## src/synth_consts.svh

```systemverilog
// Chiptune note sequencer constants
// Song layout of the sample counter and the note code encoding

`ifndef SYNTH_CONSTS_SVH
`define SYNTH_CONSTS_SVH

// ------------------------------------------------------------------------
// Sample counter layout
// ------------------------------------------------------------------------
`define SAMPLE_BITS 9              // Counter width, one song pass per wrap

`define TRACK_LOG2_WAIT 6          // Chord position starts here
`define TRACK_POS_BITS 2           // Four chords per loop

`define BASS_LOG2_WAIT 2           // Bass step starts here
`define BASS_POS_BITS 4            // Sixteen bass steps per chord

// Gap field sits just below the chord position
`define LOG2_SILENCE_CHORD 3

// ------------------------------------------------------------------------
// Note codes
// ------------------------------------------------------------------------
`define SILENT_OCT 7               // Octave 7 plays nothing
`define NOTE_COUNT 12              // Pitches 0..11, rest undefined

`endif
```

## src/synth_pkg.sv

```systemverilog
// Chiptune note sequencer types
// Note codes, table values, song positions and handshake states

`include "synth_consts.svh"

package synth_pkg;

	// Note code: octave nibble high, pitch nibble low
	typedef logic [7:0] note_t;
	typedef logic [3:0] pitch_t;
	typedef logic [2:0] oct_t;

	// Mantissa with its always-set MSB dropped
	typedef logic [6:0] mantissa_t;

	// Song position fields
	typedef logic [`TRACK_POS_BITS-1:0] track_pos_t;
	typedef logic [`BASS_POS_BITS-1:0] bass_pos_t;
	typedef logic [`SAMPLE_BITS-1:0] sample_count_t;

	// Four-phase req/ack
	typedef enum logic {
		IDLE,   // Waiting for req
		ACKED   // ack high, waiting for req to drop
	} hs_state_t;

endpackage

```

## src/song_pos_if.sv

```systemverilog
// Song position bus
// Decoded fields of the sample counter, fanned out to the tracks

`timescale 1ns/1ns

interface song_pos_if;

	synth_pkg::track_pos_t track_pos;  // Which chord
	logic second_loop;                 // Second pass through the chords
	synth_pkg::bass_pos_t bass_pos;    // Step within the chord
	logic chord_gap;                   // Short silent gap at chord start

	// Driven by the sample counter
	modport source (
		output track_pos,
		output second_loop,
		output bass_pos,
		output chord_gap
	);

	// Read by the note tracks
	modport sink (
		input track_pos,
		input second_loop,
		input bass_pos,
		input chord_gap
	);

endinterface

```

## src/note_player.sv

```systemverilog
// Note player top level
// Sample clock handshake feeding the chord and bass tracks,
// each track note turned into octave and mantissa

`timescale 1ns/1ns

module note_player (
	input logic clk,
	input logic reset,
	input logic req,
	input logic chords_on,
	input logic silence,
	input logic simple_bass,
	output logic ack,
	output synth_pkg::oct_t chord_oct,
	output synth_pkg::mantissa_t chord_mantissa,
	output synth_pkg::oct_t bass_oct,
	output synth_pkg::mantissa_t bass_mantissa,
	output logic raise_drum
);

	synth_pkg::note_t chord_note;
	synth_pkg::note_t bass_note;

	song_pos_if pos ();  // Decoded song position

	// ------------------------------------------------------------------------
	// Song position
	// ------------------------------------------------------------------------
	sample_clock u_sample_clock (
		.clk(clk),
		.reset(reset),
		.req(req),
		.ack(ack),
		.pos(pos)
	);

	// ------------------------------------------------------------------------
	// Tracks
	// ------------------------------------------------------------------------
	chord_track u_chord_track (
		.pos(pos),
		.chords_on(chords_on),
		.silence(silence),
		.chord_note(chord_note),
		.raise_drum(raise_drum)
	);

	bass_track u_bass_track (
		.pos(pos),
		.simple_bass(simple_bass),
		.bass_note(bass_note)
	);

	// One table per voice
	note_freq u_chord_freq (
		.note(chord_note),
		.oct(chord_oct),
		.mantissa(chord_mantissa)
	);

	note_freq u_bass_freq (
		.note(bass_note),
		.oct(bass_oct),
		.mantissa(bass_mantissa)
	);

endmodule

```

## src/note_freq.sv

```systemverilog
// Note frequency lookup
// Splits a note code into octave and mantissa via the pitch table

`timescale 1ns/1ns
`include "synth_consts.svh"

module note_freq (
	input synth_pkg::note_t note,
	output synth_pkg::oct_t oct,
	output synth_pkg::mantissa_t mantissa
);

	// Equal-tempered steps, one octave downward from 246
	// MSB is always set and not carried on the output
	localparam logic [7:0] mantissa_rom [`NOTE_COUNT] = '{
		8'd246, 8'd232, 8'd219, 8'd207,
		8'd195, 8'd184, 8'd174, 8'd164,
		8'd155, 8'd146, 8'd138, 8'd130
	};

	synth_pkg::pitch_t pitch;
	logic [7:0] table_value;

	assign pitch = note[3:0];

	// ------------------------------------------------------------------------
	// Lookup
	// ------------------------------------------------------------------------
	always_comb begin
		if (pitch < `NOTE_COUNT)
			table_value = mantissa_rom[pitch];
		else
			table_value = '0;  // Undefined pitches
	end

	assign mantissa = table_value[6:0];
	assign oct = note[6:4];  // Low three bits of the high nibble

endmodule

```

## src/bass_track.sv

```systemverilog
// Bass track
// Two bass notes per chord, played to one of three sixteen-step
// rhythm patterns; unused steps are rests

`timescale 1ns/1ns
`include "synth_consts.svh"

module bass_track (
	song_pos_if.sink pos,
	input logic simple_bass,
	output synth_pkg::note_t bass_note
);

	localparam synth_pkg::note_t rest_note = {1'b0, 3'(`SILENT_OCT), 4'h0};

	synth_pkg::note_t first_note;   // Root side of the pair
	synth_pkg::note_t second_note;  // Upper note
	logic last_chord;

	assign last_chord = (pos.track_pos == synth_pkg::track_pos_t'(3));

	// ------------------------------------------------------------------------
	// Note pair per chord
	// ------------------------------------------------------------------------
	always_comb begin
		case (pos.track_pos)
			2'd0: begin
				first_note = 8'h4B;   // C
				second_note = 8'h36;  // G
			end
			2'd1: begin
				first_note = 8'h31;   // D
				second_note = 8'h36;  // G
			end
			2'd2: begin
				first_note = 8'h4B;   // C
				second_note = 8'h34;  // F
			end
			default: begin
				first_note = 8'h34;   // F
				second_note = 8'h37;  // Ab
			end
		endcase
	end

	// ------------------------------------------------------------------------
	// Rhythm
	// ------------------------------------------------------------------------
	always_comb begin
		if (simple_bass) begin
			case (pos.bass_pos)
				4'd0, 4'd2, 4'd4, 4'd8, 4'd12, 4'd14: bass_note = first_note;
				4'd1, 4'd6, 4'd10, 4'd13: bass_note = second_note;
				default: bass_note = rest_note;
			endcase
		end else if (!last_chord) begin
			// Normal bar
			case (pos.bass_pos)
				4'd0, 4'd2, 4'd4, 4'd5, 4'd8, 4'd12, 4'd13: bass_note = first_note;
				4'd1, 4'd6, 4'd10, 4'd14: bass_note = second_note;
				default: bass_note = rest_note;
			endcase
		end else begin
			// Last bar, sparser
			case (pos.bass_pos)
				4'd0, 4'd4, 4'd8, 4'd9, 4'd12: bass_note = first_note;
				4'd2, 4'd6, 4'd10, 4'd14: bass_note = second_note;
				default: bass_note = rest_note;
			endcase
		end
	end

endmodule

```

## src/chord_track.sv

```systemverilog
// Chord track
// Picks the chord root for each song position, silences it in the
// gap or on request, and flags the bar where the drum goes up

`timescale 1ns/1ns
`include "synth_consts.svh"

module chord_track (
	song_pos_if.sink pos,
	input logic chords_on,
	input logic silence,
	output synth_pkg::note_t chord_note,
	output logic raise_drum
);

	// Silent code, pitch nibble don't care
	localparam synth_pkg::note_t silent_note = {1'b0, 3'(`SILENT_OCT), 4'h0};

	synth_pkg::note_t chord_root;

	// ------------------------------------------------------------------------
	// Chord sequence
	// ------------------------------------------------------------------------
	// All codes lowered by one pitch step, C wraps down an octave
	always_comb begin
		case (pos.track_pos)
			2'd0: chord_root = 8'h2B;  // C
			2'd1: chord_root = 8'h26;  // G
			2'd2: chord_root = 8'h24;  // F
			default: begin
				// Last chord depends on the chord mode
				if (chords_on)
					chord_root = 8'h20;  // Db
				else
					chord_root = 8'h27;  // Ab
			end
		endcase
	end

	// Gap at the start of each chord, or muted outright
	assign chord_note = (pos.chord_gap || silence) ? silent_note : chord_root;

	// ------------------------------------------------------------------------
	// Drum raise
	// ------------------------------------------------------------------------
	// Only on the last chord of the second pass
	assign raise_drum = (pos.track_pos == synth_pkg::track_pos_t'(3)) && pos.second_loop;

endmodule

```

## src/sample_clock.sv

```systemverilog
// Sample clock
// Four-phase req/ack handshake, one counter step per handshake,
// and decoding of the counter into the song position

`timescale 1ns/1ns
`include "synth_consts.svh"

module sample_clock (
	input logic clk,
	input logic reset,
	input logic req,
	output logic ack,
	song_pos_if.source pos
);

	synth_pkg::hs_state_t state;
	synth_pkg::sample_count_t sample_count;

	// ------------------------------------------------------------------------
	// Handshake FSM and counter
	// ------------------------------------------------------------------------
	always_ff @(posedge clk) begin
		if (reset) begin
			state <= synth_pkg::IDLE;
			sample_count <= '0;
		end else begin
			case (state)
				synth_pkg::IDLE: if (req) begin
					sample_count <= sample_count + synth_pkg::sample_count_t'(1); // Wraps at 512
					state <= synth_pkg::ACKED;
				end
				default: if (!req) state <= synth_pkg::IDLE; // Drop ack next edge
			endcase
		end
	end

	assign ack = (state == synth_pkg::ACKED); // Rises with the counter step

	// ------------------------------------------------------------------------
	// Position decoding
	// ------------------------------------------------------------------------
	assign pos.track_pos = sample_count[`TRACK_LOG2_WAIT +: `TRACK_POS_BITS];
	assign pos.second_loop = sample_count[`TRACK_LOG2_WAIT + `TRACK_POS_BITS]; // Top bit
	assign pos.bass_pos = sample_count[`BASS_LOG2_WAIT +: `BASS_POS_BITS];

	// First eighth of every chord is silent
	assign pos.chord_gap =
		(sample_count[`TRACK_LOG2_WAIT-1 -: `LOG2_SILENCE_CHORD] == '0);

endmodule

```

## config.mk

```make
export PLATFORM = sky130hd
export DESIGN_NAME = note_player
export DESIGN_NICKNAME = d
export VERILOG_FILES = /design/src/synth_pkg.sv /design/src/song_pos_if.sv /design/src/note_player.sv /design/src/note_freq.sv /design/src/bass_track.sv /design/src/chord_track.sv /design/src/sample_clock.sv
export VERILOG_INCLUDE_DIRS = /design/src
export SDC_FILE = /design/constraint.sdc
export NUM_CORES = 1
export LEC_CHECK = 0
export ABC_AREA = 1
export BUFFER_PORTS_ARGS = -buffer_cell sky130_fd_sc_hd__buf_2
export CAP_MARGIN = 20
export CORE_AREA = 2 2 58 60
export DETAILED_ROUTE_END_ITERATION = 7
export DIE_AREA = 0 0 60 62
export HOLD_SLACK_MARGIN = 0.05
export PLACE_DENSITY = 0.65
export SLEW_MARGIN = 15
export SYNTH_ARGS = -nofsm -noshare
export SYNTH_HDL_FRONTEND = slang
export SYNTH_SLANG_ARGS = --single-unit
```

## constraint.sdc

```tcl
create_clock -name clk -period 3.45 [get_ports clk]
set_input_delay 0.345 -clock clk [delete_from_list [all_inputs] [get_ports clk]]
set_output_delay 0.345 -clock clk [all_outputs]
set_load 0.02 [all_outputs]
```

Word level (Yosys, flattened, before mapping)
Memories as Yosys holds them, arrays and structs flattened.
Index checks and enable logic that the tools add are counted.
{ "totals": {"n_memories": 2, "word_cells": 57, "register_bits": 10, "rom_bits": 256, "out_inout_bits": 22} }
{ "classes": {"order_cmp": 4, "n_eq_ne": 14, "n_mux": 17, "n_reduce_logical": 14, "addsub": 1, "bitwise_logic": 3} }
{ "mem_list": {"columns": ["name", "depth", "width", "read_ports", "rd_clocked_by_memory_dff", "wr", "line", "source"], "rows": [
  ["(name not given)", 16, 8, 1, 0, 0, "note_freq.sv:31", "table_value = mantissa_rom[pitch];"],
  ["(name not given)", 16, 8, 1, 0, 0, "note_freq.sv:31", null]
]} }
{ "ops": {"columns": ["operator", "count"], "rows": [
  ["$mux 7", 9],
  ["$pmux 7 s2", 4],
  ["$eq 4x4->1 const B", 6],
  ["$eq 4x3->1 const B", 3],
  ["$pmux 4 s3", 1],
  ["$reduce_or 4->1", 3],
  ["$ge 5x5->1 const B", 2],
  ["$not 4->5", 2],
  ["$add 9x1->9 const B", 1],
  ["$lt 4x4->1 const B", 2],
  ["$reduce_or 7->1", 1],
  ["$reduce_or 6->1", 1],
  ["$reduce_or 5->1", 1],
  ["$eq 2x2->1 const B", 2],
  ["$eq 4x1->1 const B", 1],
  ["$eq 4x2->1 const B", 1],
  ["$logic_not 4->1", 1],
  ["$pmux 2 s2", 1],
  ["$reduce_or 2->1", 2],
  ["$logic_not 3->1", 1],
  ["$mux 3", 1],
  ["$eq 2x1->1 const B", 1],
  ["$logic_not 2->1", 1],
  ["$reduce_and 2->1", 1],
  ["other kinds (4)", 4]
]} }

Depth between registers and ports, before layout
Gate-level depths: netlist of the first run.
{ "depth": {"depth_word": 11, "depth_mapped": 16} }

Hierarchy
Synthesis of the first run repeated with hierarchy kept, for this count alone.
{ "hier_totals": {"cells_unflattened": 246, "hier_area_um2": 1378.8} }
{ "modules_own_cells": {"columns": ["module", "instances", "cells_per_inst", "area_per_inst_um2", "seq_area_each_um2"], "rows": [
  ["sample_clock", 1, 72, 501.7, 200.2],
  ["note_freq", 2, 41, 216.5, 0.0],
  ["bass_track", 1, 65, 291.5, 0.0],
  ["chord_track", 1, 27, 152.6, 0.0]
]} }

Worst setup path before layout of the first run
Ideal clock, no wire load.
{ "synth_path": {"path_kind": "reg2out", "startpoint": "register u_sample_clock.sample_count[6]", "endpoint": "output port bass_mantissa[1]", "t_required_ns": 3.105, "path_slack_ns": 1.181, "t_arrival_ns": 1.924, "path_stages_with_launch": 15, "n_path_buf": 0, "path_cell_list": "dfxtp_1 > inv_1 > ha_1 > nor2_1 > nor2_1 > nand3_1 > nand2_1 > inv_1 > nand2_1 > nand2_2 > inv_1 > ha_1 > or2_2 > nand2_1 > nand3_1"} }
{ "synth_between": {"elab_chain_cells": 11} }
{ "synth_rtl": {"columns": ["item", "line", "source"], "rows": [
  ["start: declaration", "sample_clock.sv:17", "synth_pkg::sample_count_t sample_count;"],
  ["start signal: assignment", "sample_clock.sv:29", "sample_count <= sample_count + synth_pkg::sample_count_t'(1);"],
  ["$eq 2x2->1, or another cell as far along", "bass_track.sv:26", "case (pos.track_pos)"],
  ["$reduce_or 2->1 (no source line)", null, null],
  ["$pmux 7 s2 / $pmux 2 s2 (equally long branches)", "bass_track.sv:26", null],
  ["$pmux 7 s2, on equally long branches", "bass_track.sv:58, bass_track.sv:65", null],
  ["$mux 7", "bass_track.sv:56", "end else if (!last_chord) begin"],
  ["$mux 7 (*)", "bass_track.sv:50", "if (simple_bass) begin"],
  ["$not 4->5 (implied by the code)", "note_freq.sv:31", null],
  ["$mem_v2 16x8", null, null],
  ["$mux 7 (implied by the code) (2 in series)", "note_freq.sv:31", null],
  ["$mux 7 (*)", "note_freq.sv:30", "if (pitch < `NOTE_COUNT)"],
  ["end: declaration", "note_player.sv:18", "output synth_pkg::mantissa_t bass_mantissa,"]
]} }
Mark *: on every way between the ends. The rest lies on a longest branch, timed or not. The select of a mux whose other input is x is not followed.

Final worst setup path of the first run
{ "layout_path": {"startpoint": "register u_sample_clock.sample_count[7]", "endpoint": "output port bass_mantissa[1]"} }
Same word-level chain as after synthesis.

==> implementation parameters, run 1 <==
Parameter                              Value

Status
  Result of the run ... complete, no violations

Clock tree
  CTS tree ... yes
  Worst-skew pair later-pin latency ... 0.26 ns
  Worst-case clock buffer depth ... 2
  Number of buffers inserted for hold repair after clock tree synthesis ... 0
  TritonCTS buffer count ... 3
  Master cell of the clock root buffer ... sky130_fd_sc_hd__clkbuf_4
  Clock transition at the register clock pins on the worst setup and hold paths after CTS ... 0.06 ns
  H-tree level count ... 1
  Setup Buffers After CTS ... 0
  Number of gates given a new drive strength after cts ... 0
  Total clock sinks ... 10

Power and ir drop
  Power per unit of standard cell area ... 192 nW/um2
  Clock power frac ... 0.384
  Switching fraction of total power ... 0.256
  Internal portion of total power ... 196 uW
  Comb pwr share ... 0.159
  Sequential share of power ... 0.457
  Leakage power figure ... between 0.7 and 0.8 nW
  Maximum ir drop on the vdd rail ... 243 uV
  Switching component of the power ... roughly 68 uW

GRT
  Via count of the first global-routing pass ... 1,074
  Grt ovf ... 0
  Overall Global Routing Usage ... 0.145
  Number of antenna violations at the first check in global routing ... 0
  Wire length of the first global-routing pass ... roughly 4300 um
  Pin count of the biggest net entering global routing ... 14

Synth
  Post-Syn Area per Cell ... approximately 6.1 um2
  Sequential fraction of the synthesis area ... 0.167
  Area share of the leading cell type in the synthesized netlist ... 0.167
  Proportion of register bits with asynchronous set or reset after synthesis ... 0
  Top cells by area, synth ... sky130_fd_sc_hd__dfxtp_1 (17%), sky130_fd_sc_hd__nand2_1 (16%), sky130_fd_sc_hd__ha_1 (15%)
  Cell count after synthesis ... 196
  Seq cells post-synth ... 10
  Post-synthesis net count ... roughly 220
  Yosys warning count ... 0
  Netlist Area Pre-Place ... 1200 um2
  Most used standard cells in the synthesized netlist ... sky130_fd_sc_hd__nand2_1 (51), sky130_fd_sc_hd__inv_1 (29), sky130_fd_sc_hd__nand3_1 (20), sky130_fd_sc_hd__ha_1 (14)
  Primary FF master, synth ... sky130_fd_sc_hd__dfxtp_1
  Most frequently used cell type in the post-synthesis netlist ... sky130_fd_sc_hd__nand2_1
  Number of synthesized flops with an enable pin ... 0
  Largest area contributor in the synthesized netlist ... sky130_fd_sc_hd__dfxtp_1
  Count of unique library cells instantiated by Yosys ... 31

Hold path
  Worst hold-check path type ... input pin to flip-flop

Run
  Max-cap violations ... 0

Finish
  Antenna cells ... 0
  Count of filler cells inserted in the layout ... 355
  Ratio of cells with drive above 1 in the final layout ... 0.213
  Total number of nets in the final design ... 242
  Layout Area Growth over Synthesis ... 15.0%

STA
  Total count of hold-check failures in the final report ... 0
  Fraction of the cycle the final worst path needs ... 0.834
  Upper clock frequency limit ... 0.348 GHz
  Clock tree skew after final layout ... 0.00138 ns
  # setup viols final ... 0
  Final Slew Violations ... 0
  Worst slack on hold paths ... 0.323 ns
  Min Clock Period, post-route ... 2.88 ns
  Post-route setup TNS ... 0 ns
  RSZ-0062 raised after global routing ... false

Setup path
  Max Fanout on Critical Path ... 10
  Nature of the critical path endpoint ... output port
  Launching element type of the critical path ... flip-flop
  Data required time of the critical path ... 3.11 ns
  CP Data Arrival Time ... 2.53 ns
  Crit path kind ... flip-flop to output port

Place
  Detail Placement HPWL ... about 2000 um
  Number of buffer cells added on primary ports ... 26
  Final RePlAce weighted congestion ... 0.888

Die
  Number of top-level pins ... 28
  FP Rows ... 21
  Die boundary height ... 62 um
  Total core area ... 3180 um2
  Initial Util ... 0.376
  Die area ... approximately 3700 um2
  Horiz. Die Dim ... 60 um

Drt
  DRC errors left ... 0
  Average vias per placed instance ... ~4.6
  Number of DRC markers in iteration 0 ... 61
  First-pass iteration count of the detailed router ... 4
  Detailed-route via count ... 1,239
  Antenna-violating nets left ... 0
  WL final ... 2470 um
  Routed wire length per instance ... 9.25 um
## per-stage QoR
step                      instances  area [um2]  total power, mW  setup WS, ns   util
after CTS                       267        1380            0.269         0.541  0.433
final                           267        1380            0.264         0.573  0.433
after global placement          263        1340            0.166         0.823  0.421
after global routing            267        1380            0.281         0.294  0.433
after floorplan                 196        1200            0.154          1.18      -
after detailed placement        263        1340            0.165         0.852  0.421
## cells by family after synthesis
| family | count (synthesis) | share of synthesized area |
|---|---|---|
| AND/OR/NAND/NOR | 99 | 0.376 |
| AO/OA/AOI/OAI | 34 | 0.166 |
| flip-flops | 10 | 0.167 |
| other | 1 | 0.00314 |
| adder cells (fa/ha/maj) | 14 | 0.146 |
| buffers and inverters | 38 | 0.141 |
## power by group through the flow
stage | Combinational (mW) | Clock [mW] | Sequential (mW)
global route | 0.0482 | 0.112 | 0.121
detailed placement | 0.0420 | 0 | 0.123
CTS | 0.0424 | 0.106 | 0.121
global placement | 0.0426 | 0 | 0.123
finish | 0.0421 | 0.101 | 0.121
floorplan | 0.0303 | 0 | 0.124
## area by class of cell
class / count / area, um2 / share of cell area
multi-input combinational: 148 / 827 / 0.601
sequential: 10 / 200 / 0.146
timing repair buffer: 26 / 130 / 0.0946
inverter: 33 / 124 / 0.0901
tap: 46 / 57.6 / 0.0419
clock buffer: 4 / 36.3 / 0.0264
## worst paths after layout
check / from / to / slack, ns / depth (start not counted)
max: u_sample_clock.sample_count[7]$_SDFFE_PP0P_ / bass_mantissa[1] / 0.57 / 11
min: reset / u_sample_clock.ack$_SDFF_PP0_ / 0.32 / 2
max reg2reg: u_sample_clock.sample_count[7]$_SDFFE_PP0P_ / u_sample_clock.sample_count[8]$_SDFFE_PP0P_ / 2.02 / 4
min reg2reg: u_sample_clock.sample_count[5]$_SDFFE_PP0P_ / u_sample_clock.sample_count[5]$_SDFFE_PP0P_ / 0.52 / 2
## critical path: stages (launching register included)
cell and delay [ns]:
sky130_fd_sc_hd__dfxtp_1 0.40, sky130_fd_sc_hd__ha_1 0.41, sky130_fd_sc_hd__inv_1 0.21, sky130_fd_sc_hd__nand2_1 0.16
sky130_fd_sc_hd__nand2_1 0.06, sky130_fd_sc_hd__nand3_1 0.08, sky130_fd_sc_hd__nand2_2 0.12, sky130_fd_sc_hd__ha_1 0.24
sky130_fd_sc_hd__or2_2 0.30, sky130_fd_sc_hd__nand2_1 0.07, sky130_fd_sc_hd__nand3_1 0.06, sky130_fd_sc_hd__buf_2 0.17
## sequential cells by signal, indices dropped and copies added, names as in the netlist
signal,cells
u_sample_clock.ack,1
u_sample_clock.sample_count,9
## layout by cell type (no fill, tap or decap)
cell	Yosys	final
sky130_fd_sc_hd__nand3b_1	2	2
sky130_fd_sc_hd__inv_2	4	4
sky130_fd_sc_hd__a21boi_0	1	1
sky130_fd_sc_hd__nand3_2	1	1
sky130_fd_sc_hd__conb_1	1	1
sky130_fd_sc_hd__inv_1	29	29
sky130_fd_sc_hd__o32ai_1	1	1
sky130_fd_sc_hd__nand2_2	5	5
sky130_fd_sc_hd__nand4_1	2	2
sky130_fd_sc_hd__a21oi_1	10	10
sky130_fd_sc_hd__nor3b_1	1	1
sky130_fd_sc_hd__clkbuf_8	0	1
sky130_fd_sc_hd__nand3_1	20	20
sky130_fd_sc_hd__or2_2	1	1
sky130_fd_sc_hd__o31ai_1	1	1
sky130_fd_sc_hd__nor3_1	2	2
sky130_fd_sc_hd__o21a_1	1	1
sky130_fd_sc_hd__nand2_1	51	51
sky130_fd_sc_hd__a31oi_1	1	1
sky130_fd_sc_hd__o21ai_1	3	3
sky130_fd_sc_hd__a21oi_2	2	2
sky130_fd_sc_hd__o21ai_0	11	11
sky130_fd_sc_hd__clkbuf_4	0	3
sky130_fd_sc_hd__ha_1	14	14
sky130_fd_sc_hd__buf_2	0	26
sky130_fd_sc_hd__o21ai_2	1	1
sky130_fd_sc_hd__o211ai_1	1	1
sky130_fd_sc_hd__dfxtp_1	10	10
sky130_fd_sc_hd__nor2_1	11	11
sky130_fd_sc_hd__nand2_4	1	1
sky130_fd_sc_hd__a21boi_1	1	1
sky130_fd_sc_hd__nor2_2	2	2
## metal layers
layer / up-vias / wire [um] / global-route usage
li1: 677 / - / -
met1: 518 / 1240 / 0.196
met4: 0 / 4 / 0.0476
met2: 42 / 1080 / 0.245
met5: - / 0 / 0
met3: 2 / 145 / 0.0104
Note: power is estimated with default switching activity, not from simulation.
==> inputs of run 2 (changes only) <==
--- a/config.mk
+++ b/config.mk
@@ -6,7 +6,7 @@
 export SDC_FILE = /design/constraint.sdc
 export NUM_CORES = 1
 export LEC_CHECK = 0
-export ABC_AREA = 1
+export ABC_AREA = 0
 export BUFFER_PORTS_ARGS = -buffer_cell sky130_fd_sc_hd__buf_2
 export CAP_MARGIN = 20
 export CORE_AREA = 2 2 58 60
==> constraint.sdc (replaced) <==
create_clock -name clk -period 2.84 [get_ports clk]
set_input_delay 0.284 -clock clk [delete_from_list [all_inputs] [get_ports clk]]
set_output_delay 0.284 -clock clk [all_outputs]
set_load 0.02 [all_outputs]
==> run 2 against run 1 <==
Routed wire length increased by 2.3%. Register-to-register slack got worse by 0.71 ns. Area after synthesis fell by 0.31%. Critical path depth did not move. Sequential power rose by 21%. Hold slack worse by 0.082 ns. Non-clock buffer count increased by 10. Critical endpoint unchanged. Global-route usage is 0.54 points lower. Largest power group unchanged. Synthesized cell count shrank 20%. Core utilization increased by 3.5 points. Combinational power is 28% lower. Count of clock-buffer cells in the layout unchanged.
==> implementation parameters, run 2 <==
Parameter                              Value

Status
  Result of the run ... complete, no violations

Synth
  Yosys warning count ... 0
  Largest area contributor in the synthesized netlist ... sky130_fd_sc_hd__dfxtp_1
  Seq cells post-synth ... 10
  Number of synthesized flops with an enable pin ... 0
  Count of unique library cells instantiated by Yosys ... 50
  Area share of the leading cell type in the synthesized netlist ... 0.168
  Most used standard cells in the synthesized netlist ... sky130_fd_sc_hd__nor2_1 (17), sky130_fd_sc_hd__ha_1 (14), sky130_fd_sc_hd__dfxtp_1 (10), sky130_fd_sc_hd__nand2_1 (10), sky130_fd_sc_hd__inv_1 (9)
  Top cells by area, synth ... sky130_fd_sc_hd__dfxtp_1 (17%), sky130_fd_sc_hd__ha_1 (15%), sky130_fd_sc_hd__nor2_1 (5.4%)
  Most frequently used cell type in the post-synthesis netlist ... sky130_fd_sc_hd__nor2_1
  Netlist Area Pre-Place ... 1190 um2
  Post-synthesis net count ... 177
  Cell count after synthesis ... 157
  Sequential fraction of the synthesis area ... 0.168
  Proportion of register bits with asynchronous set or reset after synthesis ... 0
  Post-Syn Area per Cell ... between 7 and 8 um2
  Primary FF master, synth ... sky130_fd_sc_hd__dfxtp_1

Drt
  Routed wire length per instance ... approximately 11 um
  Metal2 WL ... between 1000 and 1500 um
  Metal1 wirelength ... 1260 um
  Antenna-violating nets left ... 0
  First-pass iteration count of the detailed router ... 4
  Average vias per placed instance ... 4.96
  Number of DRC markers in iteration 0 ... 44
  WL final ... 2530 um
  Detailed-route via count ... 1,140
  Highest metal layer with signal wires ... met4
  DRC errors left ... 0
  Met3 wirelength from detailed routing ... 62 um

Place
  Total placed instance area ... 1350 um2
  Detail Placement HPWL ... about 1900 um
  Final RePlAce weighted congestion ... 0.822
  Number of buffer cells added on primary ports ... 26

Die
  Die area ... 3720 um2
  Number of top-level pins ... 28
  Initial Util ... 0.375
  Horiz. Die Dim ... around 60 um
  FP Rows ... 21
  Total core area ... 3180 um2
  Die boundary height ... 62 um

Finish
  Multi-input gate area ... 928 um2
  Antenna cells ... 0
  Largest Register ... u_sample_clock.sample_count
  Layout Area Growth over Synthesis ... 24.8%
  Count of filler cells inserted in the layout ... 312
  Most common cell after layout, fill and taps aside ... sky130_fd_sc_hd__buf_2
  Ratio of cells with drive above 1 in the final layout ... 0.359
  Sequential cell area ... 209 um2
  Design Area, Final ... approximately 1500 um2
  Number of flip-flops under the largest register name ... 9
  Total number of nets in the final design ... 205
  Highest-count cells in the layout ignoring fill and taps ... sky130_fd_sc_hd__buf_2 (25), sky130_fd_sc_hd__nor2_1 (15), sky130_fd_sc_hd__nand2_1 (10), sky130_fd_sc_hd__ha_1 (10), sky130_fd_sc_hd__buf_4 (9)

STA
  Clock tree skew after final layout ... 0.00499 ns
  Upper clock frequency limit ... roughly 0.36 GHz
  Worst slack on hold paths ... 0.241 ns
  Fraction of the cycle the final worst path needs ... 0.967
  Min Clock Period, post-route ... 2.75 ns
  Final Slew Violations ... 0
  Total count of hold-check failures in the final report ... 0
  # setup viols final ... 0

Setup path
  Setup slack of the worst register-to-register path ... 1.31 ns
  Endpoint of the most critical setup path ... bass_mantissa[1]
  Nature of the critical path endpoint ... output port
  Number of cells on the worst reg-to-reg path ... 5
  Cell-by-cell trace of the critical path ... ha_2 -> nor2b_1 -> or4b_1 -> and3_4 -> nor2b_4 -> inv_1 -> ha_2 -> nor2_4 -> buf_4 -> a22oi_2 -> buf_4
  Critical path depth ... 11
  Crit-path slowest cell ... sky130_fd_sc_hd__or4b_1
  Data required time of the critical path ... 2.56 ns
  CP Data Arrival Time ... 2.46 ns
  Slowest cell delay on critical path ... 0.46 ns
  Launching element type of the critical path ... flip-flop
  Crit path kind ... flip-flop to output port
  Buffer and inverter count on the worst path ... 3
  Family with the most delay on the worst path ... simple AND/OR/NAND/NOR gates
  Reg-to-Reg Start ... u_sample_clock.ack$_SDFF_PP0_
  Worst setup startpoint ... u_sample_clock.sample_count[6]$_SDFFE_PP0P_
  Capturing point of the worst reg2reg path ... u_sample_clock.sample_count[7]$_SDFFE_PP0P_
  Max Fanout on Critical Path ... 5

Clock tree
  Worst-case clock buffer depth ... 2
  Clock transition at the register clock pins on the worst setup and hold paths after CTS ... 0.07 ns
  Worst-skew pair later-pin latency ... 0.26 ns
  TritonCTS buffer count ... 3
  H-tree level count ... 1
  CTS tree ... yes
  Total clock sinks ... 10
  Master cell of the clock root buffer ... sky130_fd_sc_hd__clkbuf_4
  Number of buffers inserted for hold repair after clock tree synthesis ... 0

Power and ir drop
  Maximum ir drop on the vdd rail ... 188 uV
  Power per unit of standard cell area ... 203 nW/um2
  Leakage power figure ... 0.652 nW

Hold path
  Number of cells on the worst hold path ... 2
  Worst hold-check path type ... input pin to flip-flop

GRT
  Via count of the first global-routing pass ... 974
  Overall Global Routing Usage ... 0.140
  Number of antenna violations at the first check in global routing ... 0
  Wire length of the first global-routing pass ... approximately 4000 um
  Grt ovf ... 0
  Pin count of the biggest net entering global routing ... 15

Run
  Max-cap violations ... 0
[run 2: cell types whose count changed in the layout (fill, tap and decap cells not counted), sizes merged, moves of 6 or more]
cell   before  now
nand3      21    3
o21ai      15    8
nand2      57   10
buf        26   36
inv        33   11
nor2b       0    6
a21oi      12    6
[run 2: cells by family after synthesis]
logic type | Yosys count | share of synthesized area
compound gates | 34 | 0.196
fa+ha+maj | 14 | 0.147
mux | 2 | 0.0210
simple gates | 63 | 0.292
other cells | 1 | 0.00314
buf+inv | 24 | 0.107
flops | 10 | 0.168
xor+xnor | 9 | 0.0661
[run 2: area by class of cell]
type,count,share of cell area
well taps,46,0.0387
clock buffers,4,0.0244
repair buffers,36,0.145
multi-input cells,123,0.624
flip-flops and latches,10,0.140
inverters,11,0.0278
[run 2: power breakdown]
| part | internal [mW] | switching, mW |
|---|---|---|
| clock | 0.0778 | 0.0471 |
| sequential | 0.143 | 0.00374 |
| combinational | 0.0130 | 0.0173 |
| total | 0.234 | 0.0682 |
[run 2: how the worst min path moves through the flow]
stage                                           startpoint                                          end  slack, ns
2_1_floorplan                                          req                u_sample_clock.ack$_SDFF_PP0_       0.41
3_3_place_gp   u_sample_clock.sample_count[8]$_SDFFE_PP0P_  u_sample_clock.sample_count[8]$_SDFFE_PP0P_       0.48
3_5_place_dp   u_sample_clock.sample_count[8]$_SDFFE_PP0P_  u_sample_clock.sample_count[8]$_SDFFE_PP0P_       0.50
4_1_cts                                                req                u_sample_clock.ack$_SDFF_PP0_       0.23
5_1_grt                                                req                u_sample_clock.ack$_SDFF_PP0_       0.27
6_report                                               req                u_sample_clock.ack$_SDFF_PP0_       0.24
[run 2: through the flow]
stage          worst slack [ns]  utilization  cells  power [mW]  setup TNS, ns
3_5_place_dp              0.102        0.423    223       0.179              0
2_1_floorplan             0.159            -    157       0.171              0
4_1_cts                  0.0102        0.444    228       0.308              0
5_1_grt                -0.00580        0.468    230       0.318       -0.00580
6_report                 0.0938        0.468    230       0.302              0
3_3_place_gp              0.175        0.423    223       0.179              0
[run 2: repair_timing]
action                     CTS  global route
gates cloned                 0             0
setup endpoints to repair    5             5
resized for setup            8            18
pin swaps                    1             2
buffers inserted             1             2
hold endpoints to repair     0             0
[run 2: layer usage]
layer / vias to the layer above / GRT usage
met1: 520 / 0.186
met4: 0 / 0.0635
met5: - / 0
met2: 18 / 0.233
li1: 598 / -
met3: 4 / 0.00828
